<file path="src/fetch_pkg.sv">
package fetch_pkg;

    // first word fetched after reset
    localparam logic [31:0] reset_addr = 32'h0000_0000;

    // fetch queue geometry, depth is a power of two
    localparam int buf_depth = 4;
    localparam int buf_ptr_w = 2;

    // one fetched word on its way to decode
    typedef struct packed {
        logic [31:0] pc;
        logic [31:0] instr;
        // word caused a predicted redirect
        logic        pred;
    } fetch_entry_t;

    // change of fetch flow requested by the predictor
    typedef struct packed {
        logic        valid;
        logic [31:0] target;
    } redirect_t;

endpackage

</file>
<file path="src/rv_isa_pkg.sv">
package rv_isa_pkg;

    // major opcodes of the control transfer instructions
    localparam logic [6:0] opc_branch = 7'b1100011;
    localparam logic [6:0] opc_jal    = 7'b1101111;
    localparam logic [6:0] opc_jalr   = 7'b1100111;

    // x1 holds the return address by calling convention
    localparam logic [4:0] reg_ra = 5'd1;

    typedef struct packed {
        logic       imm12;
        logic [5:0] imm10_5;
        logic [4:0] rs2;
        logic [4:0] rs1;
        logic [2:0] funct3;
        logic [3:0] imm4_1;
        logic       imm11;
        logic [6:0] opcode;
    } b_type_t;

    typedef struct packed {
        logic       imm20;
        logic [9:0] imm10_1;
        logic       imm11;
        logic [7:0] imm19_12;
        logic [4:0] rd;
        logic [6:0] opcode;
    } j_type_t;

    typedef struct packed {
        logic [11:0] imm;
        logic [4:0]  rs1;
        logic [2:0]  funct3;
        logic [4:0]  rd;
        logic [6:0]  opcode;
    } i_type_t;

    typedef union packed {
        b_type_t b_type;
        j_type_t j_type;
        i_type_t i_type;
    } rv_instr_t;

    function automatic logic [31:0] imm_b(rv_instr_t w);
        return {{20{w.b_type.imm12}}, w.b_type.imm11, w.b_type.imm10_5, w.b_type.imm4_1, 1'b0};
    endfunction

    function automatic logic [31:0] imm_j(rv_instr_t w);
        return {{12{w.j_type.imm20}}, w.j_type.imm19_12, w.j_type.imm11, w.j_type.imm10_1, 1'b0};
    endfunction

    function automatic logic [31:0] imm_i(rv_instr_t w);
        return {{20{w.i_type.imm[11]}}, w.i_type.imm};
    endfunction

endpackage

</file>
<file path="src/fetch_instr_buf.sv">
`timescale 1ns/1ns

module fetch_instr_buf
    import fetch_pkg::*;
(
    input  logic         i_clk,
    input  logic         i_arst_n,
    input  logic         i_push,
    input  fetch_entry_t i_entry,
    input  logic         i_req_valid,
    input  logic         i_flush,
    input  logic         i_drop,
    input  logic         i_stall,
    output logic         o_has_space,
    output fetch_entry_t o_entry,
    output logic         o_ready
);

    fetch_entry_t         mem [buf_depth];
    logic [buf_ptr_w-1:0] wr_ptr;
    logic [buf_ptr_w-1:0] rd_ptr;
    logic [buf_ptr_w:0]   count;
    logic [buf_ptr_w:0]   occupied;
    logic                 drop_pending;
    logic                 in_flight;
    logic                 pop;

    // a prediction squashes the word acked in the same cycle
    always_ff @(posedge i_clk or negedge i_arst_n)
    begin
        if (!i_arst_n)
        begin
            drop_pending <= 1'b0;
        end
        else
        begin
            drop_pending <= i_drop & ~i_flush;
        end
    end

    // word on the bus this cycle, not yet written but bound for a slot
    assign in_flight = i_req_valid & ~drop_pending;
    assign occupied  = count + {{buf_ptr_w{1'b0}}, in_flight};

    // one more slot is needed for the word that may be acked now
    assign o_has_space = occupied < (buf_ptr_w + 1)'(buf_depth);

    assign o_ready = (count != '0);
    assign o_entry = mem[rd_ptr];
    assign pop     = o_ready & ~i_stall;

    always_ff @(posedge i_clk or negedge i_arst_n)
    begin
        if (!i_arst_n)
        begin
            wr_ptr <= '0;
            rd_ptr <= '0;
            count  <= '0;
        end
        else if (i_flush)
        begin
            wr_ptr <= '0;
            rd_ptr <= '0;
            count  <= '0;
        end
        else
        begin
            if (i_push)
            begin
                wr_ptr <= wr_ptr + 1'b1;
            end
            if (pop)
            begin
                rd_ptr <= rd_ptr + 1'b1;
            end
            unique case ({i_push, pop})
                2'b10:   count <= count + 1'b1;
                2'b01:   count <= count - 1'b1;
                default: count <= count;
            endcase
        end
    end

    always_ff @(posedge i_clk)
    begin
        if (i_push)
        begin
            mem[wr_ptr] <= i_entry;
        end
    end

endmodule

</file>
<file path="src/fetch_pc_gen.sv">
`timescale 1ns/1ns

module fetch_pc_gen
    import fetch_pkg::*;
(
    input  logic         i_clk,
    input  logic         i_arst_n,
    input  redirect_t    i_redirect,
    input  logic         i_pc_select,
    input  logic [31:0]  i_pc_target,
    input  logic         i_trap,
    input  logic [31:0]  i_trap_pc,
    input  logic         i_ack,
    input  logic         i_has_space,
    output logic         o_cyc,
    output logic [31:0]  o_addr,
    output fetch_entry_t o_req,
    output logic         o_req_valid
);

    logic        run;
    logic [31:0] pc;
    logic [31:0] pc_next;
    logic [31:0] req_pc;
    logic        ext_redirect;
    logic        req_acc;

    assign ext_redirect = i_trap | i_pc_select;

    // no request while execute changes the flow, the old pc is stale
    assign o_cyc   = run & i_has_space & ~ext_redirect;
    assign req_acc = o_cyc & i_ack;
    assign o_addr  = pc;

    // trap, then execute redirect, then prediction, then sequential
    always_comb
    begin
        if (i_trap)
        begin
            pc_next = i_trap_pc;
        end
        else if (i_pc_select)
        begin
            pc_next = i_pc_target;
        end
        else if (i_redirect.valid)
        begin
            pc_next = i_redirect.target;
        end
        else if (req_acc)
        begin
            pc_next = pc + 32'd4;
        end
        else
        begin
            pc_next = pc;
        end
    end

    always_ff @(posedge i_clk or negedge i_arst_n)
    begin
        if (!i_arst_n)
        begin
            run         <= 1'b0;
            pc          <= reset_addr;
            o_req_valid <= 1'b0;
        end
        else
        begin
            run         <= 1'b1;
            pc          <= pc_next;
            o_req_valid <= req_acc;
        end
    end

    // pc of the word that the bus returns in the next cycle
    always_ff @(posedge i_clk)
    begin
        if (req_acc)
        begin
            req_pc <= pc;
        end
    end

    assign o_req = '{pc: req_pc, instr: 32'd0, pred: 1'b0};

endmodule

</file>
<file path="src/fetch_predictor.sv">
`timescale 1ns/1ns

module fetch_predictor
    import rv_isa_pkg::*;
    import fetch_pkg::*;
(
    input  logic         i_clk,
    input  logic         i_arst_n,
    input  fetch_entry_t i_req,
    input  logic         i_req_valid,
    input  logic [31:0]  i_instr,
    input  logic         i_flush,
    input  logic         i_reg_write,
    input  logic [4:0]   i_rd,
    input  logic [31:0]  i_reg_wdata,
    input  logic         i_ra_invalidate,
    output logic         o_push,
    output fetch_entry_t o_entry,
    output redirect_t    o_redirect
);

    rv_instr_t   word;
    logic [31:0] ra;
    logic        ra_valid;
    logic        squash;
    logic        live;
    logic        is_branch;
    logic        is_jal;
    logic        is_ret;
    logic        predict;
    logic [31:0] branch_off;
    logic [31:0] ret_addr;
    logic [31:0] target;

    // tracked copy of x1 for return prediction
    always_ff @(posedge i_clk or negedge i_arst_n)
    begin
        if (!i_arst_n)
        begin
            ra_valid <= 1'b0;
        end
        else if (i_ra_invalidate)
        begin
            ra_valid <= 1'b0;
        end
        else if (i_reg_write && (i_rd == reg_ra))
        begin
            ra_valid <= 1'b1;
        end
    end

    always_ff @(posedge i_clk)
    begin
        if (i_reg_write && (i_rd == reg_ra))
        begin
            ra <= i_reg_wdata;
        end
    end

    assign word       = i_instr;
    assign branch_off = imm_b(word);

    // backward branches are assumed taken and forward ones are not
    assign is_branch = (word.b_type.opcode == opc_branch) && branch_off[31];
    assign is_jal    = (word.j_type.opcode == opc_jal);
    assign is_ret    = (word.i_type.opcode == opc_jalr) && (word.i_type.funct3 == 3'b000) &&
                       (word.i_type.rs1 == reg_ra) && ra_valid && !i_ra_invalidate;

    assign ret_addr = ra + imm_i(word);

    always_comb
    begin
        if (is_branch)
        begin
            target = i_req.pc + branch_off;
        end
        else if (is_jal)
        begin
            target = i_req.pc + imm_j(word);
        end
        else
        begin
            // jalr clears bit 0 of the sum
            target = {ret_addr[31:1], 1'b0};
        end
    end

    // the word after a predicted one was fetched on the old path
    assign live    = i_req_valid & ~i_flush & ~squash;
    assign predict = live & (is_branch | is_jal | is_ret);

    always_ff @(posedge i_clk or negedge i_arst_n)
    begin
        if (!i_arst_n)
        begin
            squash <= 1'b0;
        end
        else
        begin
            squash <= predict;
        end
    end

    assign o_push     = live;
    assign o_entry    = '{pc: i_req.pc, instr: i_instr, pred: predict};
    assign o_redirect = '{valid: predict, target: target};

endmodule

</file>
<file path="src/rv_fetch_unit.sv">
`timescale 1ns/1ns

module rv_fetch_unit
    import fetch_pkg::*;
(
    input  logic         i_clk,
    input  logic         i_arst_n,
    input  logic         i_stall,
    input  logic         i_pc_select,
    input  logic [31:0]  i_pc_target,
    input  logic         i_trap,
    input  logic [31:0]  i_trap_pc,
    input  logic         i_ack,
    input  logic [31:0]  i_instr,
    input  logic         i_ra_invalidate,
    input  logic         i_reg_write,
    input  logic [4:0]   i_rd,
    input  logic [31:0]  i_reg_wdata,
    output logic         o_cyc,
    output logic [31:0]  o_addr,
    output fetch_entry_t o_entry,
    output logic         o_ready
);

    logic         flush;
    fetch_entry_t req;
    logic         req_valid;
    fetch_entry_t push_entry;
    logic         push;
    redirect_t    redirect;
    logic         has_space;

    // execute changes the flow, everything fetched so far is stale
    assign flush = i_pc_select | i_trap;

    fetch_pc_gen pc_gen_i (
        .i_clk       (i_clk),
        .i_arst_n    (i_arst_n),
        .i_redirect  (redirect),
        .i_pc_select (i_pc_select),
        .i_pc_target (i_pc_target),
        .i_trap      (i_trap),
        .i_trap_pc   (i_trap_pc),
        .i_ack       (i_ack),
        .i_has_space (has_space),
        .o_cyc       (o_cyc),
        .o_addr      (o_addr),
        .o_req       (req),
        .o_req_valid (req_valid)
    );

    fetch_predictor predictor_i (
        .i_clk           (i_clk),
        .i_arst_n        (i_arst_n),
        .i_req           (req),
        .i_req_valid     (req_valid),
        .i_instr         (i_instr),
        .i_flush         (flush),
        .i_reg_write     (i_reg_write),
        .i_rd            (i_rd),
        .i_reg_wdata     (i_reg_wdata),
        .i_ra_invalidate (i_ra_invalidate),
        .o_push          (push),
        .o_entry         (push_entry),
        .o_redirect      (redirect)
    );

    fetch_instr_buf instr_buf_i (
        .i_clk       (i_clk),
        .i_arst_n    (i_arst_n),
        .i_push      (push),
        .i_entry     (push_entry),
        .i_req_valid (req_valid),
        .i_flush     (flush),
        .i_drop      (redirect.valid),
        .i_stall     (i_stall),
        .o_has_space (has_space),
        .o_entry     (o_entry),
        .o_ready     (o_ready)
    );

endmodule

</file>
<file path="config.mk">
export PLATFORM = sky130hd
export DESIGN_NAME = rv_fetch_unit
export DESIGN_NICKNAME = d
export VERILOG_FILES = /design/src/fetch_pkg.sv /design/src/rv_isa_pkg.sv /design/src/fetch_instr_buf.sv /design/src/fetch_pc_gen.sv /design/src/fetch_predictor.sv /design/src/rv_fetch_unit.sv
export SDC_FILE = /design/constraint.sdc
export NUM_CORES = 1
export LEC_CHECK = 0
export BUFFER_PORTS_ARGS = -buffer_cell sky130_fd_sc_hd__buf_2
export CAP_MARGIN = 20
export CORE_ASPECT_RATIO = 0.5
export CORE_MARGIN = 2
export CORE_UTILIZATION = 54
export DETAILED_ROUTE_END_ITERATION = 12
export GPL_ROUTABILITY_DRIVEN = 1
export HOLD_SLACK_MARGIN = 0.12
export PLACE_DENSITY = 0.75
export SLEW_MARGIN = 20
export SYNTH_ARGS = -nofsm -noshare
export SYNTH_HDL_FRONTEND = slang
export SYNTH_HIERARCHICAL = 1
export SYNTH_SLANG_ARGS = --single-unit
</file>
<file path="constraint.sdc">
create_clock -name i_clk -period 7.06 [get_ports i_clk]
set_input_delay 1.412 -clock i_clk [delete_from_list [all_inputs] [get_ports i_clk]]
set_output_delay 1.412 -clock i_clk [all_outputs]
set_load 0.005 [all_outputs]
</file>
==> qor.csv, run 1 <==
stage;metric;value;unit
hold_path;hold_class;reg -> reg;
die;fp.dieH;141;um
cts;htree_levels;2;
timing;grt_setup_unrepaired;false;
logic_synthesis;yosys_warnings;6;
layout;final_cell_mix;324 x edfxtp_1, 239 x buf_2, 93 x a21oi_1;
critical_path;criticalPathCategory;in -> reg;
cts;cts.clk_slew.worst_paths;0.07;ns
timing;timing.slew.headroom;0.326;
critical_path;crit_start;i_instr[31];
cts;cts_buffer_depth;3;
layout;final_common_cell;edfxtp_1;
critical_path;crit_fanout;31;
drt;top_layer_used;met4;
cts;clk_latency;0.55;ns
layout;nets;1969;
logic_synthesis;syn-num-nets;1814;
die;fp.coreArea;0.0364;sq mm
cts;cts_sinks;368;
cts;cts_buffers;34;
layout;fillerInstances;2776;
grt;antenna_found_initial;1;
critical_path;rr_worst_depth;14;
critical_path;rr_endpoint;pc_gen_i/o_addr[30]$_DFFE_PN0P_;
layout;postLayoutCoreUtil;0.612;
drt;post-route-drc-count;0;
timing;holdWs;0.499;ns
drt;vias_per_cell;6.44;
place;gp_congestion;1.01;
critical_path;r2r_slack;2.95;ns
layout;area_growth;10.4;%
timing;worst_pin_slew;1.01;ns
power_and_ir_drop;p_leak;0.00815;uW
layout;final_cell_area;0.0223;sq mm
logic_synthesis;avgSynthCellArea;12.7;sq um
critical_path;cp-start-kind;input port;
die;die-area;0.0390;sq mm
grt;gr-total-overflow;0;
logic_synthesis;synth_area;0.0202;sq mm
cts;cts_hold_buf;0;
grt;grt_usage;0.282;
cts;post_cts_resized;0;
cts;post_cts_buffers;0;
die;num_rows;49;
drt;vias;14500;
critical_path;worstPathArrival;5.10;ns
timing;fmax;0.214;GHz
drt;wl_met2;24700;um
timing;period_share;0.663;
drt;antenna_left;0;
logic_synthesis;netlist_instances;1591;
critical_path;cp-endpoint;pc_gen_i/o_addr[31]$_DFFE_PN0P_;
drt;routed_wl;55500;um
critical_path;rr_startpoint;pc_gen_i/req_pc[2]$_DFFE_PP_;
cts;cts_tree;built;
status;run_status;finished clean;
layout;layout-drive-gt1-share;0.241;
place;place_area;0.0212;sq mm
grt;grt_max_degree;66;
grt;grt_pass1_wl;83400;um
die;start_util;0.555;
grt;grt_pass1_vias;13619;
drt;drt_iter0_markers;2065;
place;dp.cells;2194;
timing;hold_viol;0;
place;hpwlAfterDp;38800;um
drt;wire_per_inst;24.7;um
drt;routed-wl-met3;6090;um
power_and_ir_drop;irDropWorstVdd;0.153;mV
cts;root_buffer;clkbuf_16;
place;port_buffers;239;
timing;setup_viol;0;
critical_path;cp-end-kind;flip-flop;
timing;period_minus_slack;4.68;ns
power_and_ir_drop;p_per_area;215;mW/mm^2
timing;slew_violations;0;
die;ios;240;
drt;first_pass_iters;7;
timing;final.setup.tns;0;ns
layout;fin_cells;2253;
die;die_w;277;um
run;drv_cap;0;
timing;skew;0.0309;ns
critical_path;worstPathRequired;7.48;ns
drt;drt-met1-wl;23600;um
critical path: stages:
cell and delay [ns]:
buf_2 0.52, buf_4 0.37, ha_1 0.44, a31o_2 0.30
a21oi_1 0.13, o21ai_1 0.08, a21o_1 0.20, a21o_1 0.21
a2111oi_0 0.41, a21o_1 0.20, mux2i_1 0.21, a221oi_2 0.05
a221o_1 0.36, nand3_1 0.08, o21ai_0 0.11
worst min path at each step:
stage	from	endpoint	slack, ns	cells after the start
floorplan	predictor_i/ra_valid$_DFFE_PN0P_	predictor_i/ra_valid$_DFFE_PN0P_	0.46	2
global placement	predictor_i/ra_valid$_DFFE_PN0P_	predictor_i/ra_valid$_DFFE_PN0P_	0.48	2
detailed placement	pc_gen_i/o_addr[0]$_DFFE_PN0P_	pc_gen_i/req_pc[0]$_DFFE_PP_	0.49	0
CTS	pc_gen_i/o_addr[0]$_DFFE_PN0P_	pc_gen_i/req_pc[0]$_DFFE_PP_	0.50	0
global route	pc_gen_i/o_addr[0]$_DFFE_PN0P_	pc_gen_i/req_pc[0]$_DFFE_PP_	0.52	0
finish	pc_gen_i/o_addr[0]$_DFFE_PN0P_	pc_gen_i/req_pc[0]$_DFFE_PP_	0.50	0
routing by layer:
metal  vias up  GRT usage
met5         -          0
met4         0     0.0661
met3        85     0.0539
met2       720      0.426
met1      7196      0.424
li1       6499          -
metrics by stage:
| step | worst slack (ns) | total power, uW |
|---|---|---|
| floorplan | 2.04 | 2860 |
| global placement | 2.01 | 3060 |
| detailed placement | 1.91 | 3060 |
| CTS | 2.47 | 4810 |
| global route | 2.15 | 4960 |
| finish | 2.38 | 4800 |
area by class of cell:
type	count	area (sq um)	area share
sequential	368	10800	0.487
multi-input combinational	1045	8280	0.372
timing repair buffer	262	1370	0.0615
clock buffer	40	895	0.0402
tap	484	606	0.0272
clock inverter	18	146	0.00657
inverter	35	131	0.00590
antenna	1	2.50	0.000112
sequential cells by signal, indices dropped and copies added (netlist names), 2 cells and up:
signal	flops
instr_buf_i/rd_ptr	2
pc_gen_i/o_addr	32
pc_gen_i/req_pc	32
instr_buf_i/wr_ptr	2
instr_buf_i/mem	260
instr_buf_i/count	3
predictor_i/ra	32
power by group:
| group | total [uW] | switching [uW] | internal, uW |
|---|---|---|---|
| Sequential | 2470 | 69.0 | 2400 |
| Combinational | 574 | 348 | 226 |
| Clock | 1760 | 805 | 952 |
| Total | 4800 | 1220 | 3580 |
Power figures use the tool's default switching activity.
==> run 2: changes to the inputs <==
Settings changed: ABC_AREA set to 1, PLACE_DENSITY 0.75 to 0.77.
Clock period 7.06 ns to 3.8 ns, I/O delays scaled along.
==> run 2 against run 1 <==
Compared with the run above:
- first-iteration DRC count grew 31%
- sequential share of layout area fell by 5.2 points
- largest cell class unchanged
- final area is 12% higher
- sequential cell count did not move
- utilization about the same
- largest power group unchanged
- total power grew 99%
- critical path depth shrank 10
- wire length increased by 28%
- setup slack got worse by 1.9 ns
==> qor.csv, run 2 <==
stage;metric;value;unit;change
die;fp.dieH;148;um;was 141 um
grt;grt_max_degree;78;;was 66
die;fp.coreArea;0.0407;sq mm;was 0.0364 sq mm
layout;final_cell_mix;775 x nand2_1, 356 x nor2_1, 324 x edfxtp_1;;was 324 x edfxtp_1, 239 x buf_2, 93 x a21oi_1
cts;cts.clk_slew.worst_paths;0.07;ns;about the same
timing;setup_slack;0.484;ns;was 2.38 ns
timing;skew;0.0305;ns;was 0.0309 ns
critical_path;cp-end-kind;primary output;;was flip-flop
cts;htree_levels;2;;unchanged
power_and_ir_drop;combPwrFrac;0.150;;was 0.120
place;place_area;0.0238;sq mm;was 0.0212 sq mm
power_and_ir_drop;p_switching;2650;uW;was 1220 uW
power_and_ir_drop;seqPwrFrac;0.483;;was 0.514
timing;setup_viol;0;;unchanged
die;die_w;292;um;was 277 um
die;start_util;0.551;;was 0.555
cts;cts_buffer_depth;3;;unchanged
grt;grt_pass1_vias;17953;;was 13619
power_and_ir_drop;irDropWorstVdd;0.316;mV;was 0.153 mV
power_and_ir_drop;p_clk_frac;0.367;;was 0.366
layout;insertedDiodeCount;0;;was 1
cts;clk_latency;0.55;ns;about the same
cts;post_cts_buffers;0;;unchanged
drt;routed_wl;71100;um;was 55500 um
cts;post_cts_resized;0;;unchanged
layout;layout-drive-gt1-share;0.137;;was 0.241
layout;fillerInstances;3550;;was 2776
hold_path;hold_class;in -> reg;;was reg -> reg
logic_synthesis;avgSynthCellArea;8.16;sq um;was 12.7 sq um
critical_path;worstPathRequired;3.04;ns;was 7.48 ns
cts;cts_buffers;34;;unchanged
timing;grt_setup_unrepaired;false;;unchanged
critical_path;r2r_slack;0.63;ns;was 2.95 ns
layout;nets;3147;;was 1969
power_and_ir_drop;p_int;6870;uW;was 3580 uW
layout;postLayoutCoreUtil;0.613;;was 0.612
place;gp_congestion;1.00;;was 1.01
critical_path;cp-start-kind;flip-flop;;was input port
power_and_ir_drop;switching_share;0.279;;was 0.255
timing;period_minus_slack;3.32;ns;
grt;grt_pass1_wl;106000;um;was 83400 um
critical_path;criticalPathCategory;reg -> out;;was in -> reg
grt;grt_usage;0.324;;was 0.282
drt;first_pass_iters;6;;was 7
drt;post-route-drc-count;0;;unchanged
logic_synthesis;synth_area;0.0224;sq mm;was 0.0202 sq mm
layout;area_growth;11.2;%;was 10.4%
layout;largest_reg_flops;260;;unchanged
drt;wire_per_inst;20.4;um;was 24.7 um
place;pre_cts_ws;0.267;ns;was 1.91 ns
layout;final_common_cell;nand2_1;;was edfxtp_1
place;hpwlAfterDp;53500;um;was 38800 um
critical_path;worstPathArrival;2.56;ns;was 5.10 ns
grt;antenna_found_initial;0;;was 1
die;die-area;0.0432;sq mm;was 0.0390 sq mm
timing;period_share;0.873;;
timing;hold_viol;0;;unchanged
status;run_status;finished clean;;unchanged
die;ios;240;;unchanged
grt;gr-total-overflow;0;;unchanged
timing;worst_pin_slew;0.873;ns;was 1.01 ns
logic_synthesis;yosys_warnings;6;;unchanged
logic_synthesis;netlist_instances;2747;;was 1591
layout;regMostFlops;instr_buf_i/mem;;unchanged
timing;timing.slew.headroom;0.417;;was 0.326
drt;vias_per_cell;5.70;;was 6.44
cts;root_buffer;clkbuf_16;;unchanged
critical_path;crit_fanout;21;;was 31
drt;antenna_left;0;;unchanged
cts;cts_tree;built;;unchanged
layout;final_cell_area;0.0249;sq mm;was 0.0223 sq mm
drt;drt_iter0_markers;2696;;was 2065
logic_synthesis;syn-num-nets;2970;;was 1814
power_and_ir_drop;p_per_area;382;mW/mm^2;was 215 mW/mm^2
run;drv_cap;0;;unchanged
timing;final.setup.tns;0;ns;unchanged
drt;vias;19903;;was 14500
cts;cts_sinks;368;;unchanged
timing;fmax;0.302;GHz;
timing;slew_violations;0;;unchanged
place;port_buffers;239;;unchanged
power_and_ir_drop;p_leak;0.0113;uW;was 0.00815 uW
die;num_rows;52;;was 49
[run 2: cell type report]
type	count	area (sq um)	share of cell area
tap	540	676	0.0271
sequential	368	10800	0.435
clock inverter	20	229	0.00919
multi-input combinational	1921	9450	0.379
inverter	314	1180	0.0474
clock buffer	42	901	0.0362
timing repair buffer	285	1640	0.0660
[run 2: per-layer routing]
metal | wire [um] | up-vias | global-route usage
li1 | - | 9388 | -
met1 | 30600 | 9378 | 0.473
met2 | 30700 | 1035 | 0.487
met3 | 8180 | 102 | 0.0785
met4 | 1680 | 0 | 0.0781
met5 | 0 | - | 0
[run 2: critical path, stage by stage, from the launching register on]
cell and delay [ns]:
dfrtp_2 0.56, inv_1 0.53, buf_4 0.37, o21ai_0 0.12, o22ai_1 0.25, buf_2 0.18
[run 2: path summary, 6_finish.rpt]
| check | cells past startpoint | start | endpoint |
|---|---|---|---|
| max | 5 | instr_buf_i/rd_ptr[1]$_DFFE_PN0P_ | o_entry[32] |
| min | 1 | i_reg_wdata[11] | predictor_i/ra[11]$_DFFE_PP_ |
| max reg2reg | 17 | pc_gen_i/req_pc[1]$_DFFE_PP_ | pc_gen_i/o_addr[17]$_DFFE_PN0P_ |
| min reg2reg | 0 | pc_gen_i/o_addr[1]$_DFFE_PN0P_ | pc_gen_i/req_pc[1]$_DFFE_PP_ |
| max in group asynchronous | 3 | i_arst_n | pc_gen_i/o_addr[27]$_DFFE_PN0P_ |
| min in group asynchronous | 2 | i_arst_n | instr_buf_i/wr_ptr[0]$_DFFE_PN0P_ |
[run 2: stage by stage]
| step | cells | hold WS [ns] | power (uW) |
|---|---|---|---|
| 5_1_grt | 3490 | 0.353 | 9890 |
| 4_1_cts | 3490 | 0.354 | 9530 |
| 6_report | 3490 | 0.374 | 9530 |
| 2_1_floorplan | 2747 | 0.464 | 5510 |
| 3_5_place_dp | 3427 | 0.472 | 6060 |
| 3_3_place_gp | 3427 | 0.469 | 6050 |
[run 2: power groups by stage]
stage | Sequential [uW] | Clock [uW] | Combinational, uW
2_1_floorplan | 4610 | 0 | 897
3_3_place_gp | 4680 | 0 | 1370
3_5_place_dp | 4680 | 0 | 1390
4_1_cts | 4590 | 3540 | 1390
5_1_grt | 4600 | 3720 | 1570
6_report | 4600 | 3500 | 1430
[run 2: timing repair]
action                                 CTS  global route
endpoints found under the hold margin   11             0
setup endpoints to repair                0             0
hold buffers                             1             0
